==> src/rtl/tm_pkg.sv <==
`default_nettype none

package tm_pkg;

	// template geometry.
	localparam int TMPL_ROWS   = 16;	// pixel rows per template.
	localparam int TMPL_COLS   = 4;		// memory words per row.
	localparam int TMPL_WORDS  = 64;	// pixel words per template.
	localparam int PX_PER_WORD = 4;		// 8-bit pixels packed in one word.

	localparam int AVG_ADDR = 0;		// word holding the average, pixels follow.

	typedef logic [6:0] mem_addr_t;
	typedef logic [3:0] row_t;
	typedef logic [1:0] col_t;
	typedef logic [5:0] beat_idx_t;		// row * 4 + col.

	typedef logic signed [8:0] tmpl_px_t;	// pixel minus average.

	// pixel 0 sits in the low bits, as byte 0 does in memory.
	typedef struct packed {
		tmpl_px_t px3;
		tmpl_px_t px2;
		tmpl_px_t px1;
		tmpl_px_t px0;
	} tmpl_word_t;

	typedef struct packed {
		logic       wr;		// store write strobe.
		beat_idx_t  idx;	// destination word.
		tmpl_word_t word;	// four zero-mean pixels.
	} tmpl_beat_t;

	// 256 products below 2^16 in magnitude fit in 26 signed bits.
	typedef logic signed [25:0] score_t;

	typedef enum logic [1:0] {
		INIT,
		LOAD,
		PROC
	} handler_state_t;

endpackage : tm_pkg

`default_nettype wire

==> src/rtl/template_store.sv <==
`timescale 1ns/1ns
`default_nettype none

module template_store (
	input  logic               clk,
	input  logic               rst_n,
	input  tm_pkg::tmpl_beat_t beat,
	input  tm_pkg::beat_idx_t  rd_idx,
	output tm_pkg::tmpl_word_t rd_word
);
	import tm_pkg::*;

	tmpl_word_t words [TMPL_WORDS];	// zero-mean template.

	always_ff @(posedge clk or negedge rst_n) begin
		if (!rst_n) begin
			for (int i = 0; i < TMPL_WORDS; i++) begin
				words[i] <= '0;
			end
		end else if (beat.wr) begin
			words[beat.idx] <= beat.word;
		end
	end

	// combinational read for the correlator.
	assign rd_word = words[rd_idx];

endmodule : template_store

`default_nettype wire

==> config.mk <==
export PLATFORM = sky130hd
export DESIGN_NAME = template_store
export DESIGN_NICKNAME = d
export VERILOG_FILES = /design/src/rtl/tm_pkg.sv /design/src/rtl/template_store.sv
export SDC_FILE = /design/constraint.sdc
export NUM_CORES = 2
export LEC_CHECK = 0
export BUFFER_PORTS_ARGS = -buffer_cell sky130_fd_sc_hd__buf_4
export CAP_MARGIN = 25
export CORE_UTILIZATION = 45
export DETAILED_ROUTE_END_ITERATION = 12
export GPL_TIMING_DRIVEN = 1
export SETUP_SLACK_MARGIN = 0.3
export SLEW_MARGIN = 25
export SYNTH_ARGS = -nofsm -noshare
export SYNTH_HDL_FRONTEND = slang
export SYNTH_SLANG_ARGS = --single-unit
==> constraint.sdc <==
create_clock -name clk -period 4 [get_ports clk]
set_input_delay 0.6 -clock clk [delete_from_list [all_inputs] [get_ports clk]]
set_output_delay 0.6 -clock clk [all_outputs]
set_load 0.005 [all_outputs]
==> reports/summary.log <==
[setup_path] Worst Path Class, Setup in -> out
[die] top-level port count 87
[drt] Via-to-Cell Ratio 6.13
[yosys] post-synthesis instance total 6577
[drt] number of detailed-routing iterations run before antenna repair 7
[finish] fraction of layout cells with a size suffix above 1 54.7%
[yosys] part of the Yosys area used for sequential elements 55.3%
[setup_path] worst stage delay on the critical path 0.47 ns
[finish] number of nets in the finished design 6653
[global_route] number of global-route vias before repair 63942
[finish] Seq. cell area 57700 um^2
[timing] actual slew at the worst max-slew pin 1.04 ns
[drt] first-iteration detailed-routing DRC count 4870
[power_and_ir_drop] Cell Pwr Density 489 nW/um^2
[clock_tree] TritonCTS clock tree yes
[die] overall die width 483 um
[timing] RSZ-0062 raised after global routing yes
[die] area of the die 233000 um^2
[drt] final routed DRC violation total 0
[yosys] share of flip-flops with an asynchronous set or reset 100%
[timing] aggregate negative setup slack 0 ns
[finish] number of flip-flops under the largest register name 2304
[clock_tree] clock latency on the worst-skew pair 0.90 ns
[timing] Clock Skew 0 ns
[die] initial cell density of the core 45.3%
[setup_path] r2r endpoint words[1217]
[die] # rows 176
[drt] Routed wire per std cell 31.8 um
[setup_path] worst r2r path cells 1
[setup_path] top fanout value on the critical path 27
[yosys] Synth Net Count 6628
[drt] Via Count 60271
[timing] fin crit period 3.77 ns
[timing] final period utilization 94.2%
[timing] Hold Slack 0.359 ns
[yosys] number of flops mapped to enable cells by yosys 0
[yosys] area share of the largest cell type after synthesis 55.3%
[yosys] top-count cell post-synth mux2_2
[finish] number of standard cells in the final layout excluding fillers 9834
[global_route] GRT Resource Usage Total 27.1%
[finish] biggest regs words: 2304 flops
[clock_tree] Clock Path Buffers 3
[setup_path] worst flop-to-flop path startpoint words[1217]
[setup_path] kind of capture point of the worst setup path output port
[worst_hold_path] worst hold path class in -> async
[setup_path] cell with the biggest individual delay on the critical path buf_4
[timing] Slew headroom 30.6%
[placed_design] final RePlAce weighted congestion 0.823
[flow_run] max cap viols 0
[die] Placeable Area 230000 um^2
[timing] total count of max-transition violations in the final report 0
[finish] Area Growth Syn to Fin 13.0%
[clock_tree] Num CTS Buffers 237
[yosys] Yosys top cell by area dfrtp_1
[die] vertical extent of the die 483 um
[setup_path] CP required 3.40 ns
[placed_design] number of port buffers 86
[clock_tree] number of levels the H-tree was split into 4
[clock_tree] number of clock sinks seen by CTS 2304
[yosys] Mapped Avg Cell Area 15.8 um^2
[yosys] count of cell types in the netlist 51
[finish] area of combinational cells with multiple inputs 43800 um^2
[yosys] dominant synthesized flop cell dfrtp_1
[yosys] Synth Register Bits 2304
[setup_path] crit path launch type input port
[finish] register ranked first by flip-flop count words
[yosys] area of the mapped netlist 104000 um^2
[setup_path] most numerous cell on the critical path buf_4
[setup_path] worst reg2reg setup slack 3.21 ns
[clock_tree] clk slew on worst S/H paths 0.06 ns
[clock_tree] cell at the root of the clock tree clkbuf_16
[finish] utilization of the core after routing 51.2%
[drt] Total Routed Length 313000 um
[global_route] pin count of the biggest net entering global routing 159
[power_and_ir_drop] Worst VDD drop 0.000395 V
[yosys] Syn. warnings 0
[timing] number of hold-slack violations in the final timing report 0
[drt] post-route ant nets 0
[power_and_ir_drop] total design power 57.5 mW
[yosys] most frequent cells after synthesis 2312 x mux2_2, 2304 x dfrtp_1, 499 x mux4_2
[power_and_ir_drop] Static Leakage 54.4 nW
[setup_path] cells traversed along the worst timing path buf_4, nand2b_2, buf_12, buf_4, o22ai_1, nor4_4, o22a_1, buf_4
[global_route] wire length of the first global-routing pass 463000 um
[yosys] largest cells by area after synthesis dfrtp_1 55%, mux2_2 25%, mux4_2 11%
[timing] upper clock frequency limit 0.265 GHz
[global_route] total grt overflow 0
[finish] number of fill cells in the layout 19118
[placed_design] total placed cells including tap cells 9381
[timing] endpoints failing setup 0
[run_status] result of the run finished clean
[setup_path] arrival time of the worst setup path 3.17 ns
[placed_design] Post-DP HPWL 191000 um
[global_route] antenna violations before repair 14
==> per-layer routing <==
layer  vias to the layer above  global-route usage (%)  part of all wire, %  wire [um]
li1                      24613                       -                    -          -
met1                     33748                    39.4                   45     142000
met2                      1509                    42.6                   47     147000
met3                       399                    3.72                  4.7      14700
met4                         2                    7.96                  2.7       8530
met5                         -                       0               0.0042         13
==> layout by cell type (no fill, tap or decap), types with 8 or more instances in the layout <==
cell type	Yosys	final
nand2_1	72	55
nand2b_1	13	10
a21oi_1	34	32
nor4_1	24	22
nand3_1	23	22
nor2_1	52	42
o221ai_1	29	29
mux2i_1	117	117
mux2_2	2312	2312
o21ai_0	25	25
nor2_4	0	48
nand2_4	0	13
o22ai_1	148	147
mux4_2	499	499
a22oi_1	44	44
clkbuf_1	318	70
diode_2	0	8
o22a_1	18	18
dfrtp_1	2304	2304
bufinv_16	0	8
buf_4	49	342
clkbuf_8	0	64
buf_12	6	97
clkbuf_16	0	240
nor3_1	41	36
and2_1	11	11
mux4_1	41	41
clkinv_2	0	40
nor2b_1	15	10
==> worst max-delay path by stage <==
stage	from	to	slack (ns)
4_1_cts	rd_idx[0]	rd_word[26]	0.23
5_1_grt	rd_idx[0]	rd_word[10]	0.28
6_report	rd_idx[4]	rd_word[26]	0.23
3_3_place_gp	rd_idx[0]	rd_word[26]	-0.17
3_5_place_dp	rd_idx[0]	rd_word[26]	-0.15
2_1_floorplan	rd_idx[0]	rd_word[13]	1.16
==> critical path, delay by kind of cell <==
| family | cells | cell delay (ns) |
|---|---|---|
| buffers and inverters | 4 | 1.15 |
| AND/OR/NAND/NOR | 2 | 0.70 |
| AO/OA/AOI/OAI | 2 | 0.62 |
==> cells by family after synthesis <==
group,count (synthesis),synth area share [%]
AND/OR/NAND/NOR,315,1.54
AO/OA/AOI/OAI,324,2.08
multiplexers,2969,37.9
buffers and inverters,665,3.12
flip-flops,2304,55.3
==> layout make-up <==
| class | count | area share [%] |
|---|---|---|
| Antenna cell | 8 | 0.0170 |
| Clock buffer | 373 | 6.05 |
| Clock inverter | 64 | 0.556 |
| Inverter | 2 | 0.00638 |
| Multi-Input combinational cell | 3608 | 37.2 |
| Sequential cell | 2304 | 49.0 |
| Tap cell | 3026 | 3.22 |
| Timing Repair Buffer | 449 | 4.00 |
==> where the power goes <==
part | leakage, nW | internal, mW | switching [mW]
Sequential | 30.6 | 26.4 | 1.51
Clock | 3.83 | 12.7 | 9.49
Combinational | 19.9 | 4.28 | 3.18
Total | 54.4 | 43.3 | 14.2
==> per-stage QoR <==
| step | cell area [um^2] | worst slack [ns] |
|---|---|---|
| 5_1_grt | 118000 | 0.278 |
| 3_5_place_dp | 110000 | -0.148 |
| 6_report | 118000 | 0.233 |
| 4_1_cts | 118000 | 0.232 |
| 2_1_floorplan | 104000 | 1.16 |
| 3_3_place_gp | 110000 | -0.170 |
==> timing repair <==
item	CTS	global route
hold buffers	1	0
hold endpoints to repair	50	0
endpoints found under the setup margin	8	5
cloned	0	1
buffers inserted	0	6
pin swaps	1	2
resized for setup	18	6
Note: power is estimated with default switching activity, not from simulation.
