**src/rtl/tm_pkg.sv**
```systemverilog
`default_nettype none

package tm_pkg;

	// template geometry.
	localparam int TMPL_ROWS   = 16;	// pixel rows per template.
	localparam int TMPL_COLS   = 4;		// memory words per row.
	localparam int TMPL_WORDS  = 64;	// pixel words per template.
	localparam int PX_PER_WORD = 4;		// 8-bit pixels packed in one word.

	localparam int AVG_ADDR = 0;		// word holding the average, pixels follow.

	typedef logic [6:0] mem_addr_t;
	typedef logic [3:0] row_t;
	typedef logic [1:0] col_t;
	typedef logic [5:0] beat_idx_t;		// row * 4 + col.

	typedef logic signed [8:0] tmpl_px_t;	// pixel minus average.

	// pixel 0 sits in the low bits, as byte 0 does in memory.
	typedef struct packed {
		tmpl_px_t px3;
		tmpl_px_t px2;
		tmpl_px_t px1;
		tmpl_px_t px0;
	} tmpl_word_t;

	typedef struct packed {
		logic       wr;		// store write strobe.
		beat_idx_t  idx;	// destination word.
		tmpl_word_t word;	// four zero-mean pixels.
	} tmpl_beat_t;

	// 256 products below 2^16 in magnitude fit in 26 signed bits.
	typedef logic signed [25:0] score_t;

	typedef enum logic [1:0] {
		INIT,
		LOAD,
		PROC
	} handler_state_t;

endpackage : tm_pkg

`default_nettype wire

```
**src/rtl/template_mem.sv**
```systemverilog
`timescale 1ns/1ns
`default_nettype none

module template_mem (
	input  logic              clk,
	input  logic              rst_n,
	input  logic              tm_wr,
	input  tm_pkg::mem_addr_t tm_addr,
	input  logic [31:0]       tm_wdata,
	input  tm_pkg::row_t      row,
	input  tm_pkg::col_t      col,
	input  logic              inst,
	output logic [31:0]       rdata
);
	import tm_pkg::*;

	logic [31:0] mem [0:TMPL_WORDS];	// average word plus 64 pixel words.
	mem_addr_t   rd_addr;

	// pixel words start right after the average.
	assign rd_addr = inst ? mem_addr_t'(AVG_ADDR)
			: mem_addr_t'(int'(row) * TMPL_COLS + int'(col) + 1);

	always_ff @(posedge clk) begin
		if (tm_wr && (tm_addr <= mem_addr_t'(TMPL_WORDS))) begin
			mem[tm_addr] <= tm_wdata;
		end
	end

	// read before write on a collision.
	always_ff @(posedge clk or negedge rst_n) begin
		if (!rst_n) begin
			rdata <= '0;
		end else begin
			rdata <= mem[rd_addr];
		end
	end

endmodule : template_mem

`default_nettype wire

```
**config.mk**
```make
export PLATFORM = sky130hd
export DESIGN_NAME = template_mem
export DESIGN_NICKNAME = d
export VERILOG_FILES = /design/src/rtl/tm_pkg.sv /design/src/rtl/template_mem.sv
export SDC_FILE = /design/constraint.sdc
export NUM_CORES = 2
export LEC_CHECK = 0
export BUFFER_PORTS_ARGS = -buffer_cell sky130_fd_sc_hd__buf_2
export CAP_MARGIN = 0
export CORE_ASPECT_RATIO = 0.75
export CORE_MARGIN = 5
export CORE_UTILIZATION = 40
export DETAILED_ROUTE_END_ITERATION = 12
export GPL_ROUTABILITY_DRIVEN = 0
export PLACE_DENSITY = 0.52
export REMOVE_ABC_BUFFERS = 1
export SLEW_MARGIN = 20
export SYNTH_ARGS = -nofsm -noshare
export SYNTH_HDL_FRONTEND = slang
export SYNTH_SLANG_ARGS = --single-unit
```
**constraint.sdc**
```tcl
create_clock -name clk -period 3.2 [get_ports clk]
set_input_delay 0.32 -clock clk [delete_from_list [all_inputs] [get_ports clk]]
set_output_delay 0.32 -clock clk [all_outputs]
set_load 0.005 [all_outputs]
```
==> impl_metrics.json <==
{
  "hpwl_mm": 179,
  "cts.htree.levels": 4,
  "post-route-util": 0.479,
  "grt_pass1_vias": 47100,
  "dieArea_sq_mm": 0.214,
  "ys_ff_latch": 2112,
  "fin_crit_sh": 0.946,
  "startpoint": "col[1]",
  "first_pass_iters": 8,
  "antenna_found_initial": 24,
  "nets": 5452,
  "cp_cell_sequence": "buf_2 -> ha_4 -> xnor2_4 -> nor2_8 -> buf_12 -> mux4_2 -> a22o_1 -> nor3_1 -> buf_4 -> a311o_1 -> buf_4 -> nand3_1",
  "timing.fmax_mhz": 330,
  "pin_count": 81,
  "core_sq_mm": 0.205,
  "setup.worst_path.class": "in -> reg",
  "cts.sinks": 2112,
  "wl_per_cell_um": 34.0,
  "worst_ir_drop_vdd_uv": 444,
  "ys_types": 77,
  "synthFlopType": "edfxtp_1",
  "area_growth_pct": 19.6,
  "synth_top_area_cell": "edfxtp_1",
  "required_ns": 3.93,
  "cp-start-kind": "primary input",
  "drive_gt1_frac": 0.246,
  "min-delay-start": "tm_wdata[29]",
  "min_period_ns": 3.03,
  "drtIter0Drc": 6853,
  "start_util": 0.401,
  "synth_edf_count": 2080,
  "critical_path.slowest_cell": "nor2_8",
  "slew_headroom": 0.187,
  "worstSetupEndpointType": "register",
  "clockBufferDepth": 4,
  "cap_violations": 0,
  "via_per_inst": 6.03,
  "place_ws_ns": -0.703,
  "p_leak_nw": 32.4,
  "num_rows": 144,
  "synthTopCellsByArea": "edfxtp_1, mux4_2, mux2i_1, nand2_1, mux2_2",
  "syn_avg_cell_area_sq_um": 17.2,
  "rsz0062_at_grt": "no",
  "routed_wl_mm": 281,
  "path_max_fanout": 23,
  "r2r_start": "mem[59][17]$_DFFE_PP_",
  "via_count": 49900,
  "critPathMaxStageDelay_ns": 0.68,
  "synthesis.area_sq_mm": 0.0820,
  "cp_data_arrival_time_ns": 3.76,
  "clock_skew_ns": 0.0668,
  "crit_family": "simple AND/OR/NAND/NOR gates",
  "die_x_um": 533,
  "fin_cells": 8270,
  "grtUsageTotal": 0.257,
  "powerDensity_mw_per_mm2": 608,
  "ys_seq_area_frac": 0.771,
  "status": "complete, no violations",
  "fp.dieH_um": 402,
  "worst_pin_slew_ns": 1.22,
  "cpMostUsedCell": "buf_4",
  "async_flop_share": 0.0152,
  "synth_top_area_frac": 0.761,
  "cts_made_buffers": 209,
  "hp-class": "in -> reg",
  "grt_max_degree": 78,
  "cts_tree": "built",
  "placed_cells": 7883,
  "portBuffers": 80,
  "grt-ovfl-total": 0,
  "synth_warnings": 0,
  "grt_pass1_wl_mm": 390,
  "clk_latency_ns": 0.87,
  "setup_viol": 0,
  "clkTransAtPathRegs_ns": 0.07,
  "slew_violations": 0,
  "ant_nets": 0,
  "drc": 0,
  "finalHoldViolCount": 0,
  "setup_slack_ns": 0.173,
  "syn_inst": 4762,
  "timing.critical_path.buf_inv": 4,
  "cts_root_buf": "clkbuf_16"
}
## Yosys cell counts (all sizes together), types with 6 or more instances
master   count
nor2       180
nor2b       21
a2111oi     18
clkbuf     155
a32oi       11
a221oi      32
nand3       94
o221ai     123
mux2       108
a221o       27
o22ai       65
dfrtp       32
a311oi      18
a2bb2oi     50
or2         18
a22o         6
a2111o       6
a21o        11
buf        176
a222oi      43
a311o        6
nand2      421
o311ai      12
and2        17
and3        34
a211oi      35
o41ai       10
edfxtp    2080
mux2i      213
o211ai      53
a22oi       33
a21oi      196
a31oi       61
mux4       124
o21ai      178
a211o       13
nor3        33
## worst reg2reg max path, cell delays in order (launching register included)
cell and delay [ns]:
edfxtp_1 0.34, or2_2 0.27, mux4_2 0.46, a22o_1 0.19, nor3_1 0.59, buf_4 0.23
a311o_1 0.30, buf_4 0.17, nand3_1 0.07
## timing repair
| action | CTS | global route |
|---|---|---|
| endpoints found under the hold margin | 104 | 11 |
| buffers inserted | 0 | 0 |
| endpoints found under the setup margin | 0 | 0 |
| hold buffers | 8 | 1 |
| resized for setup | 0 | 0 |
## power by group
group / internal [mW] / switching [mW] / leakage (nW)
registers: 30.5 / 0.127 / 19.1
logic: 2.03 / 3.65 / 10.2
clock network: 12.9 / 10.5 / 3.07
total: 45.4 / 14.3 / 32.4
## routing by layer
layer  routed length (um)  track usage  part of all wire
met2               119000        0.365              0.42
met1               123000        0.392              0.44
met5                   34            0           0.00012
met4                 9710       0.0794             0.035
met3                29000       0.0588              0.10
## stage by stage
stage          TNS (ns)  area (sq um)  hold slack [ns]  total power, mW
6_report              0         98100          0.00960             59.7
5_1_grt               0         98100          0.00493             61.4
4_1_cts               0         98100           0.0129             60.0
3_5_place_dp      -6.52         91700            0.392             36.8
3_3_place_gp      -6.06         91700            0.397             36.8
2_1_floorplan   -489.00         80400           0.0244             33.4
## cells by family after synthesis
group           count (synthesis)  share of synthesized area
flops                        2112                      0.771
compound gates               1030                     0.0888
simple gates                  833                     0.0438
mux                           445                     0.0751
buf+inv                       337                     0.0203
xor+xnor                        4                   0.000656
fa+ha+maj                       1                   0.000153
## layout by cell type, fill, tap and decap left out, types with 31 or more instances in the layout
master     Yosys  final
edfxtp_1    2080   2080
buf_4         24    523
nand2_1      421    418
mux2i_1      212    212
clkbuf_16      0    209
a21oi_1      195    195
o21ai_0      162    162
buf_12         1    150
mux4_2       124    124
o221ai_1     123    123
mux2_2       107    107
nor2_1       176    105
nand3_1       94     94
buf_2        102     76
nor2_4         0     68
o22ai_1       64     64
a31oi_1       61     61
clkinv_1       1     55
o211ai_1      52     52
clkbuf_1     155     51
a2bb2oi_1     50     50
a222oi_1      43     43
a211oi_1      35     35
and3_1        34     34
a22oi_1       33     33
nor3_1        33     32
dfrtp_1       32     32
a221oi_1      31     31
## path summary, 6_finish.rpt
check / end / slack [ns] / cells after the start
min reg2reg: rdata[17]$_DFF_PN0_ / 0.46 / 2
min in group asynchronous: rdata[30]$_DFF_PN0_ / 0.07 / 2
min: mem[8][29]$_DFFE_PP_ / 0.01 / 1
max: rdata[17]$_DFF_PN0_ / 0.17 / 12
max reg2reg: rdata[17]$_DFF_PN0_ / 0.51 / 8
max in group asynchronous: rdata[18]$_DFF_PN0_ / 2.24 / 3
## registers in the layout, summed over array words and instances, names as in the netlist
name   cells
mem     2080
rdata     32
## layout make-up
type,count,area (sq um)
Clock inverter,108,825
Tap cell,2701,3380
Clock buffer,264,5480
Sequential cell,2112,63300
Fill cell,17400,107000
Multi-Input combinational cell,2313,17700
Timing Repair Buffer,760,7430
Antenna cell,6,15.0
Inverter,6,27.5
(Power assumes the default switching activity.)
