<file path="src/rtl/tm_pkg.sv">
`default_nettype none

package tm_pkg;

	// template geometry.
	localparam int TMPL_ROWS   = 16;	// pixel rows per template.
	localparam int TMPL_COLS   = 4;		// memory words per row.
	localparam int TMPL_WORDS  = 64;	// pixel words per template.
	localparam int PX_PER_WORD = 4;		// 8-bit pixels packed in one word.

	localparam int AVG_ADDR = 0;		// word holding the average, pixels follow.

	typedef logic [6:0] mem_addr_t;
	typedef logic [3:0] row_t;
	typedef logic [1:0] col_t;
	typedef logic [5:0] beat_idx_t;		// row * 4 + col.

	typedef logic signed [8:0] tmpl_px_t;	// pixel minus average.

	// pixel 0 sits in the low bits, as byte 0 does in memory.
	typedef struct packed {
		tmpl_px_t px3;
		tmpl_px_t px2;
		tmpl_px_t px1;
		tmpl_px_t px0;
	} tmpl_word_t;

	typedef struct packed {
		logic       wr;		// store write strobe.
		beat_idx_t  idx;	// destination word.
		tmpl_word_t word;	// four zero-mean pixels.
	} tmpl_beat_t;

	// 256 products below 2^16 in magnitude fit in 26 signed bits.
	typedef logic signed [25:0] score_t;

	typedef enum logic [1:0] {
		INIT,
		LOAD,
		PROC
	} handler_state_t;

endpackage : tm_pkg

`default_nettype wire

</file>
<file path="src/rtl/peak_tracker.sv">
`timescale 1ns/1ns
`default_nettype none

module peak_tracker #(
	parameter int NUM_PATCHES = 4
) (
	input  logic           clk,
	input  logic           rst_n,
	input  tm_pkg::score_t score,
	input  logic           score_valid,
	output tm_pkg::score_t best_score,
	output logic [7:0]     best_index,
	output logic           result_valid
);
	import tm_pkg::*;

	logic [7:0] patch_cnt;	// position in the frame.
	score_t     best_reg;
	logic [7:0] idx_reg;
	logic       first;
	logic       last;
	logic       take;

	assign first = (patch_cnt == 8'd0);
	assign last  = (patch_cnt == 8'(NUM_PATCHES - 1));
	assign take  = first || (score > best_reg);	// strict, so a tie keeps the earlier one.

	// current patch is already folded into the reported best.
	assign best_score   = take ? score : best_reg;
	assign best_index   = take ? patch_cnt : idx_reg;
	assign result_valid = score_valid & last;

	always_ff @(posedge clk or negedge rst_n) begin
		if (!rst_n) begin
			patch_cnt <= '0;
		end else if (score_valid) begin
			patch_cnt <= last ? 8'd0 : patch_cnt + 1'b1;
		end
	end

	always_ff @(posedge clk) begin
		if (score_valid && take) begin
			best_reg <= score;
			idx_reg  <= patch_cnt;
		end
	end

endmodule : peak_tracker

`default_nettype wire

</file>
<file path="config.mk">
export PLATFORM = sky130hd
export DESIGN_NAME = peak_tracker
export DESIGN_NICKNAME = d
export VERILOG_FILES = /design/src/rtl/tm_pkg.sv /design/src/rtl/peak_tracker.sv
export SDC_FILE = /design/constraint.sdc
export NUM_CORES = 1
export LEC_CHECK = 0
export BUFFER_PORTS_ARGS = -buffer_cell sky130_fd_sc_hd__buf_2
export CAP_MARGIN = 20
export CELL_PAD_IN_SITES_DETAIL_PLACEMENT = 1
export CELL_PAD_IN_SITES_GLOBAL_PLACEMENT = 1
export CORE_UTILIZATION = 42
export CTS_CLUSTER_SIZE = 30
export DETAILED_ROUTE_END_ITERATION = 7
export PLACE_DENSITY = 0.78
export SLEW_MARGIN = 20
export SYNTH_ARGS = -nofsm -noshare
export SYNTH_HDL_FRONTEND = slang
export SYNTH_SLANG_ARGS = --single-unit
</file>
<file path="constraint.sdc">
create_clock -name clk -period 3.5 [get_ports clk]
set_input_delay 0.175 -clock clk [delete_from_list [all_inputs] [get_ports clk]]
set_output_delay 0.175 -clock clk [all_outputs]
set_load 0.02 [all_outputs]
</file>
==> impl_results.md <==
- Layout Area Growth over Synthesis: 20.4%
- Worst path cell trace: inv_1 -> ha_1 -> nand4_1 -> nor4_2 -> nand2_1 -> a31oi_1 -> nor2_1 -> o211ai_4 -> buf_4 -> mux2_2 -> buf_2
- Hold slack: around 0.09 ns
- Basic-gate share of the synthesized area counting and, or, nand and nor cells: 8.51%
- Mux cell area share after synthesis: 15.9%
- Worst voltage drop across the vdd grid: between 0.3 and 0.4 mV
- Power density cells: 622 mW/mm2
- Residual DRC: 0
- Vias post-DR: around 1,900
- Initial antenna violation count: 0
- H-tree levels: 2
- Start point of the worst min-delay path: score[6]
- Most common library cell in the layout ignoring fill and taps: sky130_fd_sc_hd__buf_2
- Smallest setup slack after layout: around 0.32 ns
- Total I/O pin count: 64
- Clock slew at the register clock pins of the worst setup and hold paths: 0.08 ns
- Pre-CTS setup slack: 0.650 ns
- Slack of the worst reg-to-reg path: 0.56 ns
- Count of cell types in the netlist: 32
- Number of endpoints failing setup at the final stage: 0
- Clock network latency to the later pin of the worst-skew pair: 0.29 ns
- Number of nets at the end of the flow: 348
- Kind of start point of the critical path: register
- Half-perimeter wire length of the detailed placement result: ~4400 um
- Number of buffers inserted to repair setup after CTS: 0
- Final Total Pwr: between 0.0015 and 0.002 W
- Die area: 0.00644 mm2
- Std-Cell Rows: 28
- Initial Util: about 43%
- Share of the synthesized netlist area taken by xor and xnor gates: under 10%
- Core Region: 0.00592 mm2
- Summed instance area of the synthesized netlist: 0.00257 mm2
- CTS tree: done
- Share of cells above drive strength 1: 36.0%
- Resize count post-CTS: 0
- Final period demand of the worst path: 3.18 ns
- Commonest cells after routing, fill and taps aside: sky130_fd_sc_hd__buf_2 (63), sky130_fd_sc_hd__inv_1 (35), sky130_fd_sc_hd__edfxtp_1 (34), sky130_fd_sc_hd__ha_1 (28), sky130_fd_sc_hd__mux2_2 (19)
- Diode count: 0
- Residual antenna-violating net count after detailed routing: 0
- PortBufs: 63
- Global Route Usage Sum: 19.1%
- Vias in the first global route: 1,959
- Result of the run: completed
- Layout Cells excl Fill: 367
- # fillers: 660
- Total global routing overflow: 0
- Share of synthesized cell area in full adder, half adder and majority cells: 13.6%
- Hold Path Class: primary input to register
- CP Data Required Time: 3.32 ns
- Unrepaired setup endpoints after global routing: false
- Wire length of the first global-routing pass: roughly 9300 um
- Max FO, Critical Path: 20
- Inserted Clock Buffers: 5
- WL per Instance: 15.4 um
- Placed cell count: 358
- DR vias/cell: 5.08
- Setup Total Neg Slack: 0 ns
- TritonCTS sink count: 42
- Nature of the critical path endpoint: output pin
- Root cell of the clock tree: sky130_fd_sc_hd__clkbuf_8
- Max incr delay on CP: 0.38 ns
- Capturing point of the worst reg2reg path: best_reg[2]
- Reg2Reg Launch Point: best_reg[25]
- Final clock period utilization by the worst path: 90.8%
- Combined buffer and inverter count along the critical path: 3
- Final count of pins violating max slew: 0
- Maximum buffer depth of the clock tree: 2
- Worst R2R Path Depth: 11
- Placer Congestion: 0.784
- Data arrival time at the worst-slack endpoint: roughly 3.0 ns
- Max-capacitance violation count: 0
- Worst relative slew slack: 70.6%
- Post-synthesis area per instance: about 12 um2
- Post-synthesis compound-gate area fraction: about 6%
- Worst setup skew after layout: 0.00548 ns
- Max frequency: around 0.31 GHz
- Total detailed-routing wirelength: 5650 um
- Sequential fraction of the synthesis area: 47.5%
- Startpoint-to-endpoint class of the critical path: register to output pin
- Hold path endpoint: best_reg[6]
- Hold Crit Depth: 1
- Worst Tran Pin Value: ~0.44 ns
- Top cell family by delay on the critical path: simple AND/OR/NAND/NOR gates
- Total number of yosys warnings: 0
- Die height: about 80 um
- Gate Count Post-Synth: 219
- Largest register FFs: 26
- Width of the die: between 80 and 90 um
- Iteration-0 DRC count of the detailed router: 34
- Router iterations before antenna repair: 4
- Final number of hold-violating endpoints: 0
- Leak: 1.48 nW
- Flop and latch count out of synthesis: 42
- Critical Path Slowest Stage Cell: sky130_fd_sc_hd__nor4_2
- Pin count of the biggest net entering global routing: 24
- Largest family of logic cells by synthesized area: multiplexers
- Net count of the mapped netlist: 276
==> logic make-up after synthesis <==
logic type,Yosys count
fa+ha+maj,28
mux,34
compound gates,26
buf+inv,38
flops,42
simple gates,46
xor+xnor,5
==> stage by stage <==
| stage | util, % | area (um2) |
|---|---|---|
| after floorplan | - | 2570 |
| after detailed placement | 50.4 | 2980 |
| after CTS | 52.3 | 3100 |
| after global placement | 50.4 | 2980 |
| final | 52.3 | 3100 |
| after global routing | 52.3 | 3100 |
==> metal layers <==
layer	share of wire (%)	vias to the layer above	GRT usage, %
met3	3.4	7	3.52
met1	43	896	23.0
met2	52	41	35.1
met4	0.73	0	4.11
met5	0	-	0
li1	-	922	-
==> cells in the mapped netlist (all sizes together) <==
| library cell | n | area share (%) |
|---|---|---|
| a21oi | 7 | 1.4 |
| nand3 | 3 | 0.58 |
| o211ai | 2 | 0.78 |
| nand4 | 7 | 1.7 |
| buf | 3 | 1.5 |
| a211oi | 2 | 0.58 |
| nor4 | 2 | 0.73 |
| and2 | 1 | 0.24 |
| a21o | 2 | 0.58 |
| nand2 | 17 | 2.5 |
| nor2b | 1 | 0.24 |
| a221oi | 1 | 0.34 |
| dfrtp | 8 | 7.8 |
| o21ai | 11 | 2.3 |
| a31oi | 1 | 0.24 |
| nor2 | 10 | 1.5 |
| xnor2 | 3 | 1.0 |
| mux2i | 6 | 2.3 |
| xor2 | 2 | 0.68 |
| nand2b | 2 | 0.49 |
| mux2 | 28 | 14 |
| inv | 35 | 5.1 |
| ha | 28 | 14 |
| nor3 | 3 | 0.58 |
| edfxtp | 34 | 40 |
==> where the power goes <==
group / switching [W] / internal, W
combinational: 0.000510 / 0.000369
clock: 0.000167 / 0.000184
sequential: 0.0000490 / 0.000646
==> how the worst max path moves through the flow <==
stage                 start              to  slack (ns)  cells after the start
3_3_place_gp   best_reg[25]     best_reg[5]        0.79                     11
3_5_place_dp   best_reg[25]    best_reg[10]        0.65                     11
2_1_floorplan  best_reg[25]     best_reg[0]        0.37                     11
4_1_cts        best_reg[25]  best_score[25]        0.30                     11
5_1_grt        best_reg[25]   best_score[3]         0.1                     11
6_report       best_reg[25]  best_score[25]        0.32                     11
==> worst reg2reg max path: stages, from the launching register on <==
cell                       delay, ns
sky130_fd_sc_hd__edfxtp_1       0.37
sky130_fd_sc_hd__inv_1          0.05
sky130_fd_sc_hd__ha_1           0.29
sky130_fd_sc_hd__nand4_1        0.17
sky130_fd_sc_hd__nor4_2         0.38
sky130_fd_sc_hd__nand2_1        0.12
sky130_fd_sc_hd__a31oi_1        0.16
sky130_fd_sc_hd__nor2_1         0.11
sky130_fd_sc_hd__o211ai_4       0.20
sky130_fd_sc_hd__buf_4          0.23
sky130_fd_sc_hd__and2_1         0.19
sky130_fd_sc_hd__buf_4          0.32
==> timing repair <==
item                                    in CTS  in global routing
hold buffers                                 1                  0
endpoints found under the setup margin       0                  0
endpoints found under the hold margin        8                  0
==> cell type report <==
| class | count | area (um2) | share of cell area (%) |
|---|---|---|---|
| sequential | 42 | 1220 | 39.4 |
| multi-input combinational | 139 | 1190 | 38.4 |
| timing repair buffer | 68 | 355 | 11.5 |
| inverter | 35 | 131 | 4.24 |
| clock buffer | 7 | 97.6 | 3.15 |
| tap | 75 | 93.8 | 3.03 |
| clock inverter | 1 | 7.51 | 0.242 |
(Power assumes the default switching activity.)
