===== config.mk =====
export PLATFORM = sky130hd
export DESIGN_NAME = template_handler
export DESIGN_NICKNAME = d
export VERILOG_FILES = /design/src/rtl/tm_pkg.sv /design/src/rtl/template_handler.sv
export SDC_FILE = /design/constraint.sdc
export NUM_CORES = 1
export LEC_CHECK = 0
export BUFFER_PORTS_ARGS = -buffer_cell sky130_fd_sc_hd__buf_2
export CAP_MARGIN = 10
export CORE_ASPECT_RATIO = 1.25
export CORE_UTILIZATION = 53
export CTS_BUF_LIST = sky130_fd_sc_hd__clkbuf_8
export CTS_CLUSTER_SIZE = 16
export DETAILED_ROUTE_END_ITERATION = 8
export HOLD_SLACK_MARGIN = 0.15
export PLACE_DENSITY = 0.88
export SKIP_CTS_REPAIR_TIMING = 1
export SYNTH_ARGS = -nofsm -noshare
export SYNTH_HDL_FRONTEND = slang
export SYNTH_SLANG_ARGS = --single-unit
export TNS_END_PERCENT = 5

===== constraint.sdc =====
create_clock -name clk -period 4.2 [get_ports clk]
set_clock_uncertainty 0.05 [all_clocks]
set_input_delay 0.42 -clock clk [delete_from_list [all_inputs] [get_ports clk]]
set_output_delay 0.42 -clock clk [all_outputs]
set_load 0.02 [all_outputs]

===== src/rtl/tm_pkg.sv =====
`default_nettype none

package tm_pkg;

	// template geometry.
	localparam int TMPL_ROWS   = 16;	// pixel rows per template.
	localparam int TMPL_COLS   = 4;		// memory words per row.
	localparam int TMPL_WORDS  = 64;	// pixel words per template.
	localparam int PX_PER_WORD = 4;		// 8-bit pixels packed in one word.

	localparam int AVG_ADDR = 0;		// word holding the average, pixels follow.

	typedef logic [6:0] mem_addr_t;
	typedef logic [3:0] row_t;
	typedef logic [1:0] col_t;
	typedef logic [5:0] beat_idx_t;		// row * 4 + col.

	typedef logic signed [8:0] tmpl_px_t;	// pixel minus average.

	// pixel 0 sits in the low bits, as byte 0 does in memory.
	typedef struct packed {
		tmpl_px_t px3;
		tmpl_px_t px2;
		tmpl_px_t px1;
		tmpl_px_t px0;
	} tmpl_word_t;

	typedef struct packed {
		logic       wr;		// store write strobe.
		beat_idx_t  idx;	// destination word.
		tmpl_word_t word;	// four zero-mean pixels.
	} tmpl_beat_t;

	// 256 products below 2^16 in magnitude fit in 26 signed bits.
	typedef logic signed [25:0] score_t;

	typedef enum logic [1:0] {
		INIT,
		LOAD,
		PROC
	} handler_state_t;

endpackage : tm_pkg

`default_nettype wire


===== src/rtl/template_handler.sv =====
`timescale 1ns/1ns
`default_nettype none

module template_handler (
	input  logic               clk,
	input  logic               rst_n,
	input  logic               en,
	input  logic [31:0]        rdata,
	output tm_pkg::row_t       row,
	output tm_pkg::col_t       col,
	output logic               inst,
	output logic               ack,
	output logic               done,
	output tm_pkg::tmpl_beat_t beat
);
	import tm_pkg::*;

	handler_state_t cs, ns;
	row_t           store_row;	// coordinates of the word now on rdata.
	col_t           store_col;
	logic [7:0]     store_avg;
	logic [7:0]     avg;
	tmpl_word_t     zm_word;

	function automatic tmpl_px_t zero_mean(input logic [7:0] px, input logic [7:0] lvl);
		return tmpl_px_t'({1'b0, px}) - tmpl_px_t'({1'b0, lvl});
	endfunction

	always_comb begin
		zm_word.px0 = zero_mean(rdata[7:0], store_avg);
		zm_word.px1 = zero_mean(rdata[15:8], store_avg);
		zm_word.px2 = zero_mean(rdata[23:16], store_avg);
		zm_word.px3 = zero_mean(rdata[31:24], store_avg);
	end

	// every PROC cycle carries one word.
	always_comb begin
		beat.wr   = (cs == PROC);
		beat.idx  = {store_row, store_col};
		beat.word = zm_word;
	end

	always_comb begin
		ns   = cs;
		row  = '0;
		col  = '0;
		inst = 1'b0;
		ack  = 1'b0;
		done = 1'b0;
		avg  = store_avg;
		unique case (cs)
			INIT: begin
				if (en) begin
					ack  = 1'b1;
					inst = 1'b1;	// fetch the average first.
					ns   = LOAD;
				end
			end
			LOAD: begin
				avg = rdata[31:24];	// average lives in the top byte.
				ns  = PROC;		// row 0, col 0 requested here.
			end
			PROC: begin
				if (store_col == col_t'(TMPL_COLS - 1)) begin
					if (store_row == row_t'(TMPL_ROWS - 1)) begin
						done = 1'b1;	// last word is on rdata.
						ns   = INIT;
					end else begin
						row = store_row + 1'b1;
					end
				end else begin
					row = store_row;
					col = store_col + 1'b1;
				end
			end
			default: ns = INIT;
		endcase
	end

	always_ff @(posedge clk or negedge rst_n) begin
		if (!rst_n) begin
			cs        <= INIT;
			store_row <= '0;
			store_col <= '0;
			store_avg <= '0;
		end else begin
			cs        <= ns;
			store_row <= row;
			store_col <= col;
			store_avg <= avg;
		end
	end

endmodule : template_handler

`default_nettype wire


==> results.md, run 1 <==
- Status: completed
- Critical Path RT: 3.73 ns
- Number of diodes: 0
- Critical path cell sequence: ha_1, fa_1, nor2b_1, o21ai_1, a21boi_0, o21ai_0, a21oi_1, buf_2
- Die span in y: 69.4 um
- Placer Congestion: 0.842
- Synth unique cells: 36
- Post-synth EDFFs: 0
- Post-synth top area share: 22.1%
- Largest cells by area after synthesis: ha_1 22%, dfrtp_1 21%, xnor2_1 5.5%
- Via count: 1814
- Largest family of logic cells by synthesized area: adder cells
- WP data arrival: 2.35 ns
- Fin Hold WS: 0.337 ns
- Cell with the most instances after synthesis: ha_1
- Clock tree sinks: 16
- Syn_nets: 296
- HPWL Detailed: 3690 um
- Max-slew violations: 0
- Pre-CTS setup slack: 1.55 ns
- RSZ-0062 raised after global routing: no
- Mapped cell area: 1930 um2
- Remaining DRCs: 0
- Row count: 24
- Final Cell Area: 2460 um2
- Final net count: 385
- FFs w/ async S/R, synth: 100%
- First-pass GRT wire length: 7360 um
- Clock Tree Root: clkbuf_8
- Synth Area in Compound Gates: 18.8%
- Worst-margin pin slew: 0.484 ns
- Filler cells: 284
- Setup_tns: 0 ns
- Adder-cell share of the synthesized area: 26.3%
- Reg power frac: 10.7%
- Critical path destination: beat[33]
- Mux cell area share after synthesis: 1.10%
- Die Area: 3880 um2
- Relative max-transition margin: 67.7%
- Crit. Startpoint: store_avg[0]
- CP Capture Type: output port
- Skew-Pair Late Insertion Delay: 0.26 ns
- Avg Cell Area, Syn: 8.63 um2
- Worst reg2reg path depth: 3
- Max cap viols: 0
- Sw power: 1.27 mW
- Die W: 55.9 um
- Post-Layout Cell Count: 350
- Vias per cell: 5.18
- CP max stage cell: dfrtp_1
- TritonCTS Buffers: 3
- GRT Resource Usage Total: 23.6%
- Clock share of power: 6.2%
- Initial DRC Count: 46
- Simple-Gate Fraction of Synth Area: 16.5%
- Antenna violations before repair: 0
- Clock H-tree levels: 1
- Setup-failing EPs final: 0
- Startpoint Class: register
- Congestion Overflow GR: 0
- Share of layout cells above drive strength 1: 32.8%
- RR Endpoint: store_avg[0]
- Max FO, Critical Path: 5
- Placed inst area: 2390 um2
- Ports: 87
- R2r startpoint: cs[1]
- Post-synthesis register bit count: 16
- PD cells: 932 nW/um2
- Synth-to-layout area growth: 27.6%
- Maximum number of pins on one net before global-route repair: 17
- Power, Total: 2.29 mW
- TritonCTS clock tree: yes
- Final worst slack: 1.38 ns
- Vias in the first global route: 1761
- Final ANT Viol Nets: 0
- Total Wirelength: 4370 um
- Internal: 1.02 mW
- Syn Inst Count: 223
- Max incr delay on CP: 0.43 ns
- Comb pwr share: 83.1%
- Kind of critical path: reg -> out
- Top_reg_cell synth: dfrtp_1
- Worst vdd ir: 0.725 mV
- Starting density of the core: 55.3%
- Largest area contributor in the netlist: ha_1
- Ys Warns: 0
- Peak Freq: 0.354 GHz
- TritonRoute pass-1 iters: 4
- PortBufs: 86
- P_leak: 1.31 nW
- Sw Ratio: 55.3%
- R2r setup slk: 2.63 ns
- Placed cell count: 345
- Min-Delay Path Class: in -> reg
- Clock transition at path regs: 0.07 ns
- Tcrit/Tclk final: 67.2%
- Core area: 3480 um2
- Register area share after synthesis: 20.8%
- Final core occ: 70.5%
- Post-DR wirelength/cell: 12.5 um
- Synth top cells by count: 34 x ha_1, 26 x inv_1, 22 x nor2_1, 16 x dfrtp_1, 13 x nand2_1
- Post-synthesis xor/xnor area fraction: 10.5%
- Longest Clk Path Bufs: 2
- Final hold violation count: 0
- Minimum clock period: 2.82 ns
[sequential cells by signal, summed over array words and instances (netlist names)]
signal,flops
cs,2
store_avg,8
store_col,2
store_row,4
[critical path, delay by kind of cell, from the launching register on]
family / cells / cell delay, ns
buffers and inverters: 1 / 0.18
DFF: 1 / 0.43
and+or+nand+nor: 1 / 0.13
AOI/OAI and AO/OA: 4 / 0.71
adders and majority gates: 2 / 0.66
[logic make-up (layout without fill, tap and decap cells)]
family,after synthesis,after routing
flip-flops,16,16
adder cells (fa/ha/maj),38,38
buffers and inverters,30,118
multiplexers,2,2
AO/OA/AOI/OAI,51,51
XOR/XNOR,23,23
AND/OR/NAND/NOR,63,63
[placed cells by master (no fill, tap or decap), types with 3 or more instances in the layout]
master,instances
a21oi_1,8
and2_1,4
buf_2,86
clkbuf_8,4
dfrtp_1,16
fa_1,4
ha_1,34
inv_1,26
nand2_1,13
nand2b_1,3
nor2_1,22
nor2b_1,9
nor3_1,3
o21a_1,9
o21ai_0,12
o2bb2ai_1,4
o31a_1,3
xnor2_1,12
xor2_1,11
[power groups by stage]
stage	sequential [mW]	clock [mW]	combinational (mW)
floorplan	0.251	0	1.38
global placement	0.247	0	1.86
detailed placement	0.249	0	1.91
CTS	0.246	0.143	1.91
global route	0.255	0.149	2.08
finish	0.245	0.142	1.90
[how the worst min path moves through the flow]
stage                     startpoint      endpoint  slack (ns)  cells past startpoint
after global placement         rst_n  store_avg[7]        0.30                      1
after detailed placement       rst_n  store_col[0]        0.31                      1
after CTS                      rst_n  store_col[0]        0.04                      1
after global routing       rdata[30]  store_avg[6]        0.36                      3
final                      rdata[27]  store_avg[3]        0.34                      3
after floorplan                rst_n         cs[0]        0.07                      0
[cell type report]
type	count	area, um2	area share, %
well taps	39	48.8	1.99
repair buffers	88	448	18.2
inverters	26	97.6	3.97
flip-flops and latches	16	400	16.3
multi-input cells	177	1410	57.3
clock buffers	4	55.1	2.24
[metal layers]
metal  wire length (um)  share of wire, %  vias up  GRT usage (%)
met5                  0                 0        -              0
met4                 17              0.39        0           2.71
met3                142               3.3        4           3.36
met2               2420                55       43           46.3
met1               1790                41      825           27.5
li1                   -                 -      942              -
No activity file was read; power rests on OpenSTA's default activity.
==> run 2, diff against run 1 <==
--- a/config.mk
+++ b/config.mk
@@ -8,12 +8,12 @@
 export BUFFER_PORTS_ARGS = -buffer_cell sky130_fd_sc_hd__buf_2
 export CAP_MARGIN = 10
 export CORE_ASPECT_RATIO = 1.25
-export CORE_UTILIZATION = 53
+export CORE_UTILIZATION = 44
 export CTS_BUF_LIST = sky130_fd_sc_hd__clkbuf_8
 export CTS_CLUSTER_SIZE = 16
 export DETAILED_ROUTE_END_ITERATION = 8
 export HOLD_SLACK_MARGIN = 0.15
-export PLACE_DENSITY = 0.88
+export PLACE_DENSITY = 0.78
 export SKIP_CTS_REPAIR_TIMING = 1
 export SYNTH_ARGS = -nofsm -noshare
 export SYNTH_HDL_FRONTEND = slang
==> constraint.sdc (replaced) <==
create_clock -name clk -period 2.4 [get_ports clk]
set_clock_uncertainty 0.05 [all_clocks]
set_input_delay 0.24 -clock clk [delete_from_list [all_inputs] [get_ports clk]]
set_output_delay 0.24 -clock clk [all_outputs]
set_load 0.02 [all_outputs]
==> run 2 against run 1 <==
Effect of this change:
- first-iteration DRC count decreased by 41%
- sequential share of layout area shrank 1.0 points
- cell count increased by 6.6%
- global-route usage down 4.5 points
- wire length is 0.85% higher
- combinational power rose by 90%
- design area up 6.6%
- sequential cell count is the same
- non-clock buffer count is 6 higher
- largest cell class unchanged
- highest routed layer is now met3
==> results.md, run 2 (synthesized netlist as in run 1, its figures left out) <==
- P_leak: 1.35 nW (+3.3%)
- Filler cells: 387 (+36%)
- WP data arrival: 2.07 ns (-0.28 ns)
- Die W: 61.2 um (+9.4%)
- Max reg flops: 8 (unchanged)
- Core area: 4130 um2 (+19%)
- Most frequent cells in the layout: 79 x buf_2, 31 x ha_1, 24 x inv_1
- Setup_tns: 0 ns (unchanged)
- Peak Freq: 0.424 GHz
- Initial DRC Count: 27 (-41%)
- Kind of critical path: reg -> out
- Startpoint Class: register
- Commonest non-fill, non-tap cell in the layout: buf_2
- Clock tree sinks: 16 (unchanged)
- Worst-margin pin slew: 0.368 ns (-0.116 ns)
- Post-Layout Cell Count: 373 (+6.6%)
- Starting density of the core: 46.6% (-8.7 points)
- Critical Path RT: 2.11 ns (-1.62 ns)
- TritonCTS clock tree: yes
- CP Capture Type: output port
- Clock transition at path regs: 0.07 ns (about the same)
- Maximum number of pins on one net before global-route repair: 17 (unchanged)
- PortBufs: 86 (unchanged)
- Placed cell count: 364 (+5.5%)
- Remaining DRCs: 0 (unchanged)
- RSZ-0062 raised after global routing: yes
- Worst vdd ir: 0.733 mV (+1.1%)
- Max FO, Critical Path: 4 (-1)
- GRT Resource Usage Total: 19.1% (-4.5 points)
- Die span in y: 76.0 um (+9.5%)
- Longest Clk Path Bufs: 2 (unchanged)
- TritonRoute pass-1 iters: 4 (unchanged)
- Max cap viols: 0 (unchanged)
- Vias per cell: 4.91 (-5.2%)
- HPWL Detailed: 3610 um (-2.1%)
- Die Area: 4650 um2 (+20%)
- Tcrit/Tclk final: 98.2%
- Fin Hold WS: 0.157 ns (-0.180 ns)
- Final ANT Viol Nets: 0 (unchanged)
- Antenna violations before repair: 0 (unchanged)
- Min-Delay Path Class: in -> reg
- Max-slew violations: 0 (unchanged)
- Post-DR wirelength/cell: 11.8 um (-5.4%)
- Status: completed
- Number of diodes: 0 (unchanged)
- Share of layout cells above drive strength 1: 38.8% (+6.0 points)
- Clock Tree Root: clkbuf_8
- PD cells: 1630 nW/um2 (+75%)
- Placer Congestion: 0.752 (-11%)
- Row count: 26 (+8.3%)
- Relative max-transition margin: 75.5% (+7.8 points)
- Setup-failing EPs final: 0 (unchanged)
- First-pass GRT wire length: 7090 um (-3.7%)
- Biggest regs: store_avg (8), store_row (4)
- Final worst slack: 0.0427 ns (-1.34 ns)
- Synth-to-layout area growth: 36.0%
- TritonCTS Buffers: 3 (unchanged)
- Minimum clock period: 2.36 ns
- Via count: 1833 (+1.0%)
- Biggest register: store_avg
- Clock H-tree levels: 1 (unchanged)
- Ports: 87 (unchanged)
- Total Wirelength: 4400 um (+0.85%)
- Pre-CTS setup slack: 0.0771 ns (-1.47 ns)
- Final core occ: 63.4% (-7.2 points)
- Congestion Overflow GR: 0 (unchanged)
- Final hold violation count: 0 (unchanged)
- Skew-Pair Late Insertion Delay: 0.25 ns (about the same)
- Vias in the first global route: 1757 (-0.23%)
- Final net count: 391 (+1.6%)
==> run 2: cell types whose count changed in the layout (fill, tap and decap cells not counted), moves of 2 or more <==
cell      change
inv_1         -2
o21ai_0       -2
buf_2         -7
buf_4        +12
inv_2         +2
o21ai_1       +2
nor2b_2       +4
nor2b_1       -4
ha_1          -3
fa_2          +4
a21boi_0      -2
ha_4          +2
fa_1          -4
==> run 2: final timing paths <==
check	start	endpoint	slack, ns	cells past startpoint
min in group asynchronous	rst_n	store_row[0]	0.38	2
worst max register to register	cs[1]	store_avg[0]	1.16	3
max in group asynchronous	rst_n	store_col[0]	1.65	2
worst min-delay path	rdata[30]	store_avg[6]	0.16	3
worst max-delay path	store_avg[0]	beat[15]	0.04	9
worst min register to register	store_col[0]	store_col[0]	0.42	1
==> run 2: layer usage <==
layer	global-route usage [%]	wire, um	vias up	part of all wire, %
met5	0	0	-	0
met4	1.14	0	0	0
met3	3.24	207	0	4.7
met2	34.5	2330	56	53
met1	24.0	1860	828	42
li1	-	-	949	-
==> run 2: final cells by class <==
cell class                 count  area, um2  area share (%)
timing repair buffer          94        514            19.6
sequential                    16        400            15.3
clock buffer                   4       55.1            2.10
multi-input combinational    177       1480            56.6
inverter                      26       97.6            3.73
tap                           56       70.1            2.68
==> run 2: power by group <==
part / switching (mW) / internal [mW]
Clock: 0.0954 / 0.145
Combinational: 2.13 / 1.48
Sequential: 0.0491 / 0.364
==> run 2: metrics by stage <==
stage	total power [mW]	cell area, um2
3_3_place_gp	3.72	2430
4_1_cts	4.04	2480
2_1_floorplan	2.86	1930
6_report	4.27	2620
5_1_grt	4.66	2620
3_5_place_dp	3.79	2430
==> run 2: worst max-delay path, stage by stage, from the launching register on <==
cell,delay [ns]
dfrtp_1,0.39
buf_6,0.14
ha_1,0.21
fa_2,0.37
nor2b_2,0.13
o21ai_2,0.06
nand2b_2,0.08
a311oi_2,0.12
xnor2_1,0.16
buf_4,0.16
